<file path="src/hw/board_defines.svh">
// Board glue constants
// Divider ratios, PWM timing and reset synchronizer depth for the
// logic between the board pins and the SoC core

`ifndef BOARD_DEFINES_SVH
`define BOARD_DEFINES_SVH

// RTC divider, 50 MHz soc_clk down to 1 MHz
`define BOARD_RTC_HALF_DIV 25
`define BOARD_RTC_CNT_W 5

// Fan PWM, prescaler cycles per step and steps per period
`define BOARD_FAN_PRESCALE 4
`define BOARD_FAN_STEPS 16

// Flops in the reset release chain
`define BOARD_RST_STAGES 2

`endif

</file>
<file path="src/hw/board_pkg.sv">
// Board glue types
// Fan setting, counter and SPI pin group types shared by the
// board glue blocks and their testbench

`include "board_defines.svh"

package board_pkg;

  // Four board switches select the fan level
  typedef logic [3:0] fan_level_t;

  // RTC half-period counter
  typedef logic [`BOARD_RTC_CNT_W-1:0] rtc_cnt_t;

  // PWM step index within one period
  typedef logic [3:0] pwm_step_t;

  // SPI host chip selects and data lanes
  typedef logic [1:0] spi_cs_t;
  typedef logic [3:0] spi_sd_t;

endpackage

</file>
<file path="src/hw/board_glue_top.sv">
// Board glue top level
// Sits between the board pins and the SoC core. Holds the reset
// synchronizer, the RTC divider, the fan PWM and the SD card pad mapper

`timescale 1ns/1ps

module board_glue_top (
  input  logic                   soc_clk,
  input  logic                   rst_n,
  input  logic                   test_mode_i,
  input  board_pkg::fan_level_t  fan_sw_i,
  input  logic                   spi_sck_i,
  input  logic                   spi_sck_en_i,
  input  board_pkg::spi_cs_t     spi_cs_i,
  input  logic                   spi_cs_en_i,
  input  board_pkg::spi_sd_t     spi_sd_i,
  input  logic                   spi_sd_en_i,
  input  logic                   sd_dat0_i,
  output logic                   soc_rst_no,
  output logic                   rtc_o,
  output logic                   fan_pwm_o,
  output logic                   sd_sclk_o,
  output logic                   sd_cmd_o,
  output logic                   sd_dat3_o,
  output logic [1:0]             sd_dat12_o,
  output logic                   sd_reset_o,
  output board_pkg::spi_sd_t     spi_sd_o
);

  // Synchronized reset for everything on soc_clk
  logic soc_rst_n;

  assign soc_rst_no = soc_rst_n;

  ////////////////////
  // Reset
  ////////////////////

  board_rst_sync i_rst_sync (
    .soc_clk     ( soc_clk     ),
    .rst_n       ( rst_n       ),
    .test_mode_i ( test_mode_i ),
    .soc_rst_no  ( soc_rst_n   )
  );

  ////////////////////
  // RTC and fan
  ////////////////////

  rtc_clk_div i_rtc_clk_div (
    .soc_clk ( soc_clk   ),
    .rst_n   ( soc_rst_n ),
    .rtc_o   ( rtc_o     )
  );

  fan_pwm_ctrl i_fan_pwm_ctrl (
    .soc_clk   ( soc_clk   ),
    .rst_n     ( soc_rst_n ),
    .fan_sw_i  ( fan_sw_i  ),
    .fan_pwm_o ( fan_pwm_o )
  );

  ////////////////////
  // SD card slot
  ////////////////////

  sd_spi_pad_map i_sd_pad_map (
    .spi_sck_i    ( spi_sck_i    ),
    .spi_sck_en_i ( spi_sck_en_i ),
    .spi_cs_i     ( spi_cs_i     ),
    .spi_cs_en_i  ( spi_cs_en_i  ),
    .spi_sd_i     ( spi_sd_i     ),
    .spi_sd_en_i  ( spi_sd_en_i  ),
    .sd_dat0_i    ( sd_dat0_i    ),
    .spi_sd_o     ( spi_sd_o     ),
    .sd_sclk_o    ( sd_sclk_o    ),
    .sd_cmd_o     ( sd_cmd_o     ),
    .sd_dat3_o    ( sd_dat3_o    ),
    .sd_dat12_o   ( sd_dat12_o   ),
    .sd_reset_o   ( sd_reset_o   )
  );

endmodule

</file>
<file path="src/hw/board_rst_sync.sv">
// Board reset synchronizer
// Asserts asynchronously with rst_n and releases after a short flop
// chain on soc_clk. Test mode hands the board reset straight through

`timescale 1ns/1ps
`include "board_defines.svh"

module board_rst_sync (
  input  logic soc_clk,
  input  logic rst_n,
  input  logic test_mode_i,
  output logic soc_rst_no
);

  logic [`BOARD_RST_STAGES-1:0] sync_q;

  // Ones shift in once the board reset is gone
  always_ff @(posedge soc_clk or negedge rst_n) begin
    if (!rst_n) begin
      sync_q <= '0;
    end else begin
      sync_q <= {sync_q[`BOARD_RST_STAGES-2:0], 1'b1};
    end
  end

  // Bypass for scan and test
  assign soc_rst_no = test_mode_i ? rst_n : sync_q[`BOARD_RST_STAGES-1];

  ////////////////////
  // Checks
  ////////////////////

  // No release before the board reset has been high through the whole chain
  a_no_early_release: assert property (
    @(posedge soc_clk) $rose(soc_rst_no) && !test_mode_i
      |-> $past(rst_n, `BOARD_RST_STAGES)
  );

endmodule

</file>
<file path="src/hw/fan_pwm_ctrl.sv">
// Fan PWM controller
// Turns the 4-bit board switch setting into a PWM waveform. A period is
// BOARD_FAN_STEPS steps of BOARD_FAN_PRESCALE cycles; the output is high
// for the first (setting) steps. The setting is taken once per period

`timescale 1ns/1ps
`include "board_defines.svh"

module fan_pwm_ctrl (
  input  logic                   soc_clk,
  input  logic                   rst_n,
  input  board_pkg::fan_level_t  fan_sw_i,
  output logic                   fan_pwm_o
);

  import board_pkg::*;

  localparam int unsigned presc_w = $clog2(`BOARD_FAN_PRESCALE);

  localparam logic [presc_w-1:0] presc_last = presc_w'(`BOARD_FAN_PRESCALE - 1);
  localparam pwm_step_t step_last = pwm_step_t'(`BOARD_FAN_STEPS - 1);

  logic [presc_w-1:0] presc_q;
  pwm_step_t          step_q;
  fan_level_t         level_q;
  logic               step_adv;
  logic               period_end;

  assign step_adv   = (presc_q == presc_last);
  assign period_end = step_adv && (step_q == step_last);

  ////////////////////
  // Counters
  ////////////////////

  always_ff @(posedge soc_clk or negedge rst_n) begin
    if (!rst_n) begin
      presc_q <= '0;
      step_q  <= '0;
    end else begin
      presc_q <= step_adv ? '0 : presc_q + 1'b1;
      if (period_end) begin
        step_q <= '0;
      end else if (step_adv) begin
        step_q <= step_q + 1'b1;
      end
    end
  end

  // Setting is loaded as the counter enters step 0
  always_ff @(posedge soc_clk or negedge rst_n) begin
    if (!rst_n) begin
      level_q <= '0;
    end else if (period_end) begin
      level_q <= fan_sw_i;
    end
  end

  // High while the step is below the latched setting
  assign fan_pwm_o = (step_q < level_q);

  // The fan switches on only as a new period starts
  a_on_at_period_start: assert property (
    @(posedge soc_clk) disable iff (!rst_n) $rose(fan_pwm_o) |-> (step_q == '0)
  );

endmodule

</file>
<file path="src/hw/rtc_clk_div.sv">
// RTC clock divider
// Makes the slow real-time-clock square wave for the SoC by
// toggling a flop every BOARD_RTC_HALF_DIV soc_clk cycles

`timescale 1ns/1ps
`include "board_defines.svh"

module rtc_clk_div (
  input  logic soc_clk,
  input  logic rst_n,
  output logic rtc_o
);

  import board_pkg::*;

  localparam rtc_cnt_t wrap_val = rtc_cnt_t'(`BOARD_RTC_HALF_DIV - 1);

  rtc_cnt_t cnt_q;
  logic     rtc_q;
  logic     wrap;

  assign wrap = (cnt_q == wrap_val);

  // Half period counter, the output flips on every wrap
  always_ff @(posedge soc_clk or negedge rst_n) begin
    if (!rst_n) begin
      cnt_q <= '0;
      rtc_q <= 1'b0;
    end else begin
      if (wrap) begin
        cnt_q <= '0;
        rtc_q <= ~rtc_q;
      end else begin
        cnt_q <= cnt_q + 1'b1;
      end
    end
  end

  assign rtc_o = rtc_q;

  ////////////////////
  // Checks
  ////////////////////

  // Counter stays inside its half period
  a_cnt_range: assert property (
    @(posedge soc_clk) disable iff (!rst_n) cnt_q <= wrap_val
  );

endmodule

</file>
<file path="src/hw/sd_spi_pad_map.sv">
// SD card pad mapper
// Puts the SPI host pins onto the SD card slot in SPI mode.
// Disabled host outputs leave their card pin idling high

`timescale 1ns/1ps

module sd_spi_pad_map (
  input  logic               spi_sck_i,
  input  logic               spi_sck_en_i,
  input  board_pkg::spi_cs_t spi_cs_i,
  input  logic               spi_cs_en_i,
  input  board_pkg::spi_sd_t spi_sd_i,
  input  logic               spi_sd_en_i,
  input  logic               sd_dat0_i,
  output board_pkg::spi_sd_t spi_sd_o,
  output logic               sd_sclk_o,
  output logic               sd_cmd_o,
  output logic               sd_dat3_o,
  output logic [1:0]         sd_dat12_o,
  output logic               sd_reset_o
);

  // Reset pin low keeps the card powered
  assign sd_reset_o = 1'b0;

  // SCK onto the card clock
  assign sd_sclk_o = spi_sck_en_i ? spi_sck_i : 1'b1;

  // Chip select 0 onto DAT3
  assign sd_dat3_o = spi_cs_en_i ? spi_cs_i[0] : 1'b1;

  // MOSI onto CMD
  assign sd_cmd_o = spi_sd_en_i ? spi_sd_i[0] : 1'b1;

  // DAT1 and DAT2 are unused in SPI mode
  assign sd_dat12_o = 2'b11;

  // MISO comes back from DAT0 on lane 1, rest read zero
  assign spi_sd_o = {2'b00, sd_dat0_i, 1'b0};

endmodule

</file>
<file path="config.mk">
export PLATFORM = sky130hd
export DESIGN_NAME = board_glue_top
export DESIGN_NICKNAME = d
export VERILOG_FILES = /design/src/hw/board_pkg.sv /design/src/hw/board_glue_top.sv /design/src/hw/board_rst_sync.sv /design/src/hw/fan_pwm_ctrl.sv /design/src/hw/rtc_clk_div.sv /design/src/hw/sd_spi_pad_map.sv
export VERILOG_INCLUDE_DIRS = /design/src /design/src/hw
export SDC_FILE = /design/constraint.sdc
export NUM_CORES = 1
export LEC_CHECK = 0
export BUFFER_PORTS_ARGS = -buffer_cell sky130_fd_sc_hd__buf_2
export CAP_MARGIN = 20
export CELL_PAD_IN_SITES_DETAIL_PLACEMENT = 0
export CELL_PAD_IN_SITES_GLOBAL_PLACEMENT = 1
export CORE_UTILIZATION = 33
export DETAILED_ROUTE_END_ITERATION = 10
export PLACE_DENSITY_LB_ADDON = 0.12
export REMOVE_ABC_BUFFERS = 1
export SYNTH_ARGS = -nofsm -noshare
export SYNTH_HDL_FRONTEND = slang
export SYNTH_SLANG_ARGS = --single-unit
</file>
<file path="constraint.sdc">
create_clock -name soc_clk -period 1.2 [get_ports soc_clk]
set_input_delay 0.18 -clock soc_clk [delete_from_list [all_inputs] [get_ports soc_clk]]
set_output_delay 0.18 -clock soc_clk [all_outputs]
set_load 0.03 [all_outputs]
</file>
==> results.sh <==
export IMPL_place_congestion=0.6621
export IMPL_grt_use_total=0.1233
export IMPL_cp_slowest_cell="dfrtp_1"
export IMPL_switching_share=0.2444
export IMPL_yosys_top_cells_area="dfrtp_1 49%, ha_1 9.6%, mux2_2 7.4%, buf_4 6.6%, mux2i_1 2.2%"
export IMPL_post_dp_cell_area_um2=1062
export IMPL_antenna_found_initial=0
export IMPL_final_util=0.4651
export IMPL_postRouteAntennaNets=0
export IMPL_violations="setup timing"
export IMPL_register_area_um2=450.4
export IMPL_fill_cells=249
export IMPL_cp_max_fo=2
export IMPL_insertion_delay_ps=290
export IMPL_gr_total_overflow=0
export IMPL_ctsHtreeMaxLevel=1
export IMPL_synth_edf_count=0
export IMPL_critPathKind="flop to primary output"
export IMPL_die_area_um2=2982
export IMPL_clockPowerShare=0.324
export IMPL_yosysSeqAreaShare=0.4932
export IMPL_p_leak_nw=0.5587
export IMPL_synth_mux_area_frac=0.09589
export IMPL_worst_slack_ps=-552.5
export IMPL_rows=18
export IMPL_drc=0
export IMPL_crit_family="flip-flops"
export IMPL_routed_wirelength_mm=1.539
export IMPL_hpwl_mm=1.127
export IMPL_stdcell_area_um2=1184
export IMPL_grt_first_pass_wirelength_mm=2.463
export IMPL_status="finished, violations left"
export IMPL_maxClockFrequency_mhz=570.6
export IMPL_p_int_w=0.0008611
export IMPL_synthAdderAreaFrac=0.09589
export IMPL_clock_skew_final_ps=5.583
export IMPL_synth_top_family_by_area="simple AND/OR/NAND/NOR gates"
export IMPL_root_buffer="clkbuf_4"
export IMPL_chipHeight_um=54.61
export IMPL_cts_tree="done"
export IMPL_clock_sinks=18
export IMPL_synthXorXnorAreaFrac=0.03836
export IMPL_diodes=0
export IMPL_netlist_instances=79
export IMPL_hold_viol=0
export IMPL_yosys_area_top_type_share=0.4932
export IMPL_async_reset_ff_frac=1.000
export IMPL_num_io_pins=31
export IMPL_clockBufferDepth=2
export IMPL_avgViaCountPerCell=4.478
export IMPL_yosysMostFrequentCell="dfrtp_1"
export IMPL_netlist_area_um2=913.4
export IMPL_drt_iter0_drc=1
export IMPL_cp_required_ps=1020
export IMPL_drv_slew=0
export IMPL_path_buf_inv=1
export IMPL_cts_buffers=3
export IMPL_yosysUniqueCellTypes=25
export IMPL_min_path_type="primary input to asynchronous set/reset pin"
export IMPL_clkTransAtPathRegs_ps=110
export IMPL_syn2layout_area_growth_pct=29.59
export IMPL_yosysWarningCount=0
export IMPL_finalSetupViolCount=6
export IMPL_grt_max_degree=17
export IMPL_rsz0062_at_grt="true"
export IMPL_synth_commonest_cells="18 x dfrtp_1, 8 x buf_4, 7 x ha_1, 6 x mux2_2"
export IMPL_crit_chain="ha_1, a2111oi_2, or3_1, buf_6"
export IMPL_period_needed_ps=1753
export IMPL_dr_pass1_iters=4
export IMPL_slowest_delay_ps=390
export IMPL_wl_per_cell_um=11.15
export IMPL_drive_above_1_share=0.4259
export IMPL_worstSetupStartpointType="flop"
export IMPL_p_per_area_nw_per_um2=962.9
export IMPL_start_util=0.3589
export IMPL_crit_arrival_ps=1570
export IMPL_synth_seq_cells=18
export IMPL_min_period_over_period=1.460
export IMPL_core_area_um2=2545
export IMPL_synth_compound_area_share=0.04795
export IMPL_grt_pass1_vias=549
export IMPL_pre_cts_ws_ps=-267.9
export IMPL_nNetsFinal=134
export IMPL_avgSynthCellArea_um2=11.56
export IMPL_synth_ff_type="dfrtp_1"
export IMPL_fp_dieW_um=54.61
export IMPL_vias=618
export IMPL_multi_input_area_um2=452.9
export IMPL_synth_largest_area_cell="dfrtp_1"
export IMPL_power_frac_seq=0.545
export IMPL_synth_simple_area_share=0.1288
export IMPL_ir_drop_mv=0.5475
export IMPL_drv_cap=0
export IMPL_combPwrFrac=0.131
export IMPL_p_sw_w=0.0002786
export IMPL_endpoint_kind="primary output"
export IMPL_io_buffer_count=18
==> cell type report <==
class,count,share of cell area
Inverter,5,0.01586
Sequential cell,18,0.3805
Multi-Input combinational cell,52,0.3827
Tap cell,30,0.03171
Timing Repair Buffer,29,0.1586
Clock buffer,4,0.03066
==> logic make-up (layout without fill, tap and decap cells) <==
logic type                 count (synthesis)  count (layout)
buffers and inverters                     14              38
DFF                                       18              18
muxes                                      8               8
other                                      2               7
xor gates and xnor gates                   4               4
AOI/OAI and AO/OA                          6               6
and+or+nand+nor                           20              20
adders and majority gates                  7               7
==> sequential cells by signal, summed over array words and instances (netlist names) <==
name	flops
i_rtc_clk_div.cnt_q	5
i_fan_pwm_ctrl.presc_q	2
i_fan_pwm_ctrl.level_q	4
i_rst_sync.sync_q	2
i_fan_pwm_ctrl.step_q	4
i_rtc_clk_div.rtc_o	1
==> power by group through the flow <==
stage	sequential, W	clock (W)	combinational (W)
2_1_floorplan	0.000632	0	0.0000888
5_1_grt	0.000622	0.000424	0.000166
6_report	0.000621	0.000369	0.000149
3_5_place_dp	0.000633	0	0.000132
4_1_cts	0.000621	0.000387	0.000152
3_3_place_gp	0.000632	0	0.000131
==> placed cells by master (no fill, tap or decap), types with 2 or more instances in the layout <==
master    Yosys  layout
nor2_1        5       5
o21ai_0       3       2
dfrtp_1      18      18
buf_4         8      10
clkbuf_4      0       3
conb_1        2       7
ha_2          0       2
mux2_2        6       2
buf_2         1      16
nand2b_1      3       3
xor2_1        2       2
buf_6         0       2
ha_1          7       3
xnor2_1       2       2
mux2i_1       2       2
ha_4          0       2
inv_1         5       5
nand2_1       4       4
mux2_4        0       4
==> stage by stage <==
step / hold slack [ps] / power (W) / std cells / TNS, ps
after global placement: -29.63 / 0.0007632 / 132 / -909.9
after detailed placement: -27.96 / 0.0007650 / 132 / -1042
after floorplan: -115.6 / 0.0007204 / 75 / -387.9
after global routing: 92.72 / 0.001212 / 138 / -1206
after CTS: 80.99 / 0.001161 / 138 / -955.5
final: 78.94 / 0.001140 / 138 / -869.9
==> metal layers <==
layer,share of wire,track usage,vias up,routed length [um]
met3,0.054,0.02500,2,83
met1,0.44,0.1572,289,684
li1,-,-,308,-
met2,0.49,0.1888,19,755
met4,0.010,0.07692,0,16
met5,0,0,-,0
==> repair_timing <==
item,in CTS,in global routing
endpoints found under the setup margin,9,10
hold buffers,1,0
hold endpoints to repair,2,0
gates resized for setup,13,4
buffers inserted,2,0
pin swaps,3,6
==> final timing paths <==
path / depth (start not counted) / endpoint / from / slack [ps]
max: 4 / fan_pwm_o / i_fan_pwm_ctrl.step_q[1] / -550
min: 4 / i_rtc_clk_div.cnt_q[3] / rst_n / 80
max reg2reg: 4 / i_fan_pwm_ctrl.level_q[1] / i_fan_pwm_ctrl.step_q[1] / -80
min reg2reg: 0 / i_rst_sync.sync_q[1] / i_rst_sync.sync_q[0] / 360
max in group asynchronous: 3 / i_rtc_clk_div.cnt_q[2] / i_rst_sync.sync_q[1] / 580
min in group soc_clk: 2 / i_fan_pwm_ctrl.level_q[2] / fan_sw_i[2] / 130
==> tightest hold or removal path: cells and delay by family <==
kind	cells	cell delay, ps
buffers and inverters	3	400
multiplexers	1	160
Power figures use the tool's default switching activity.
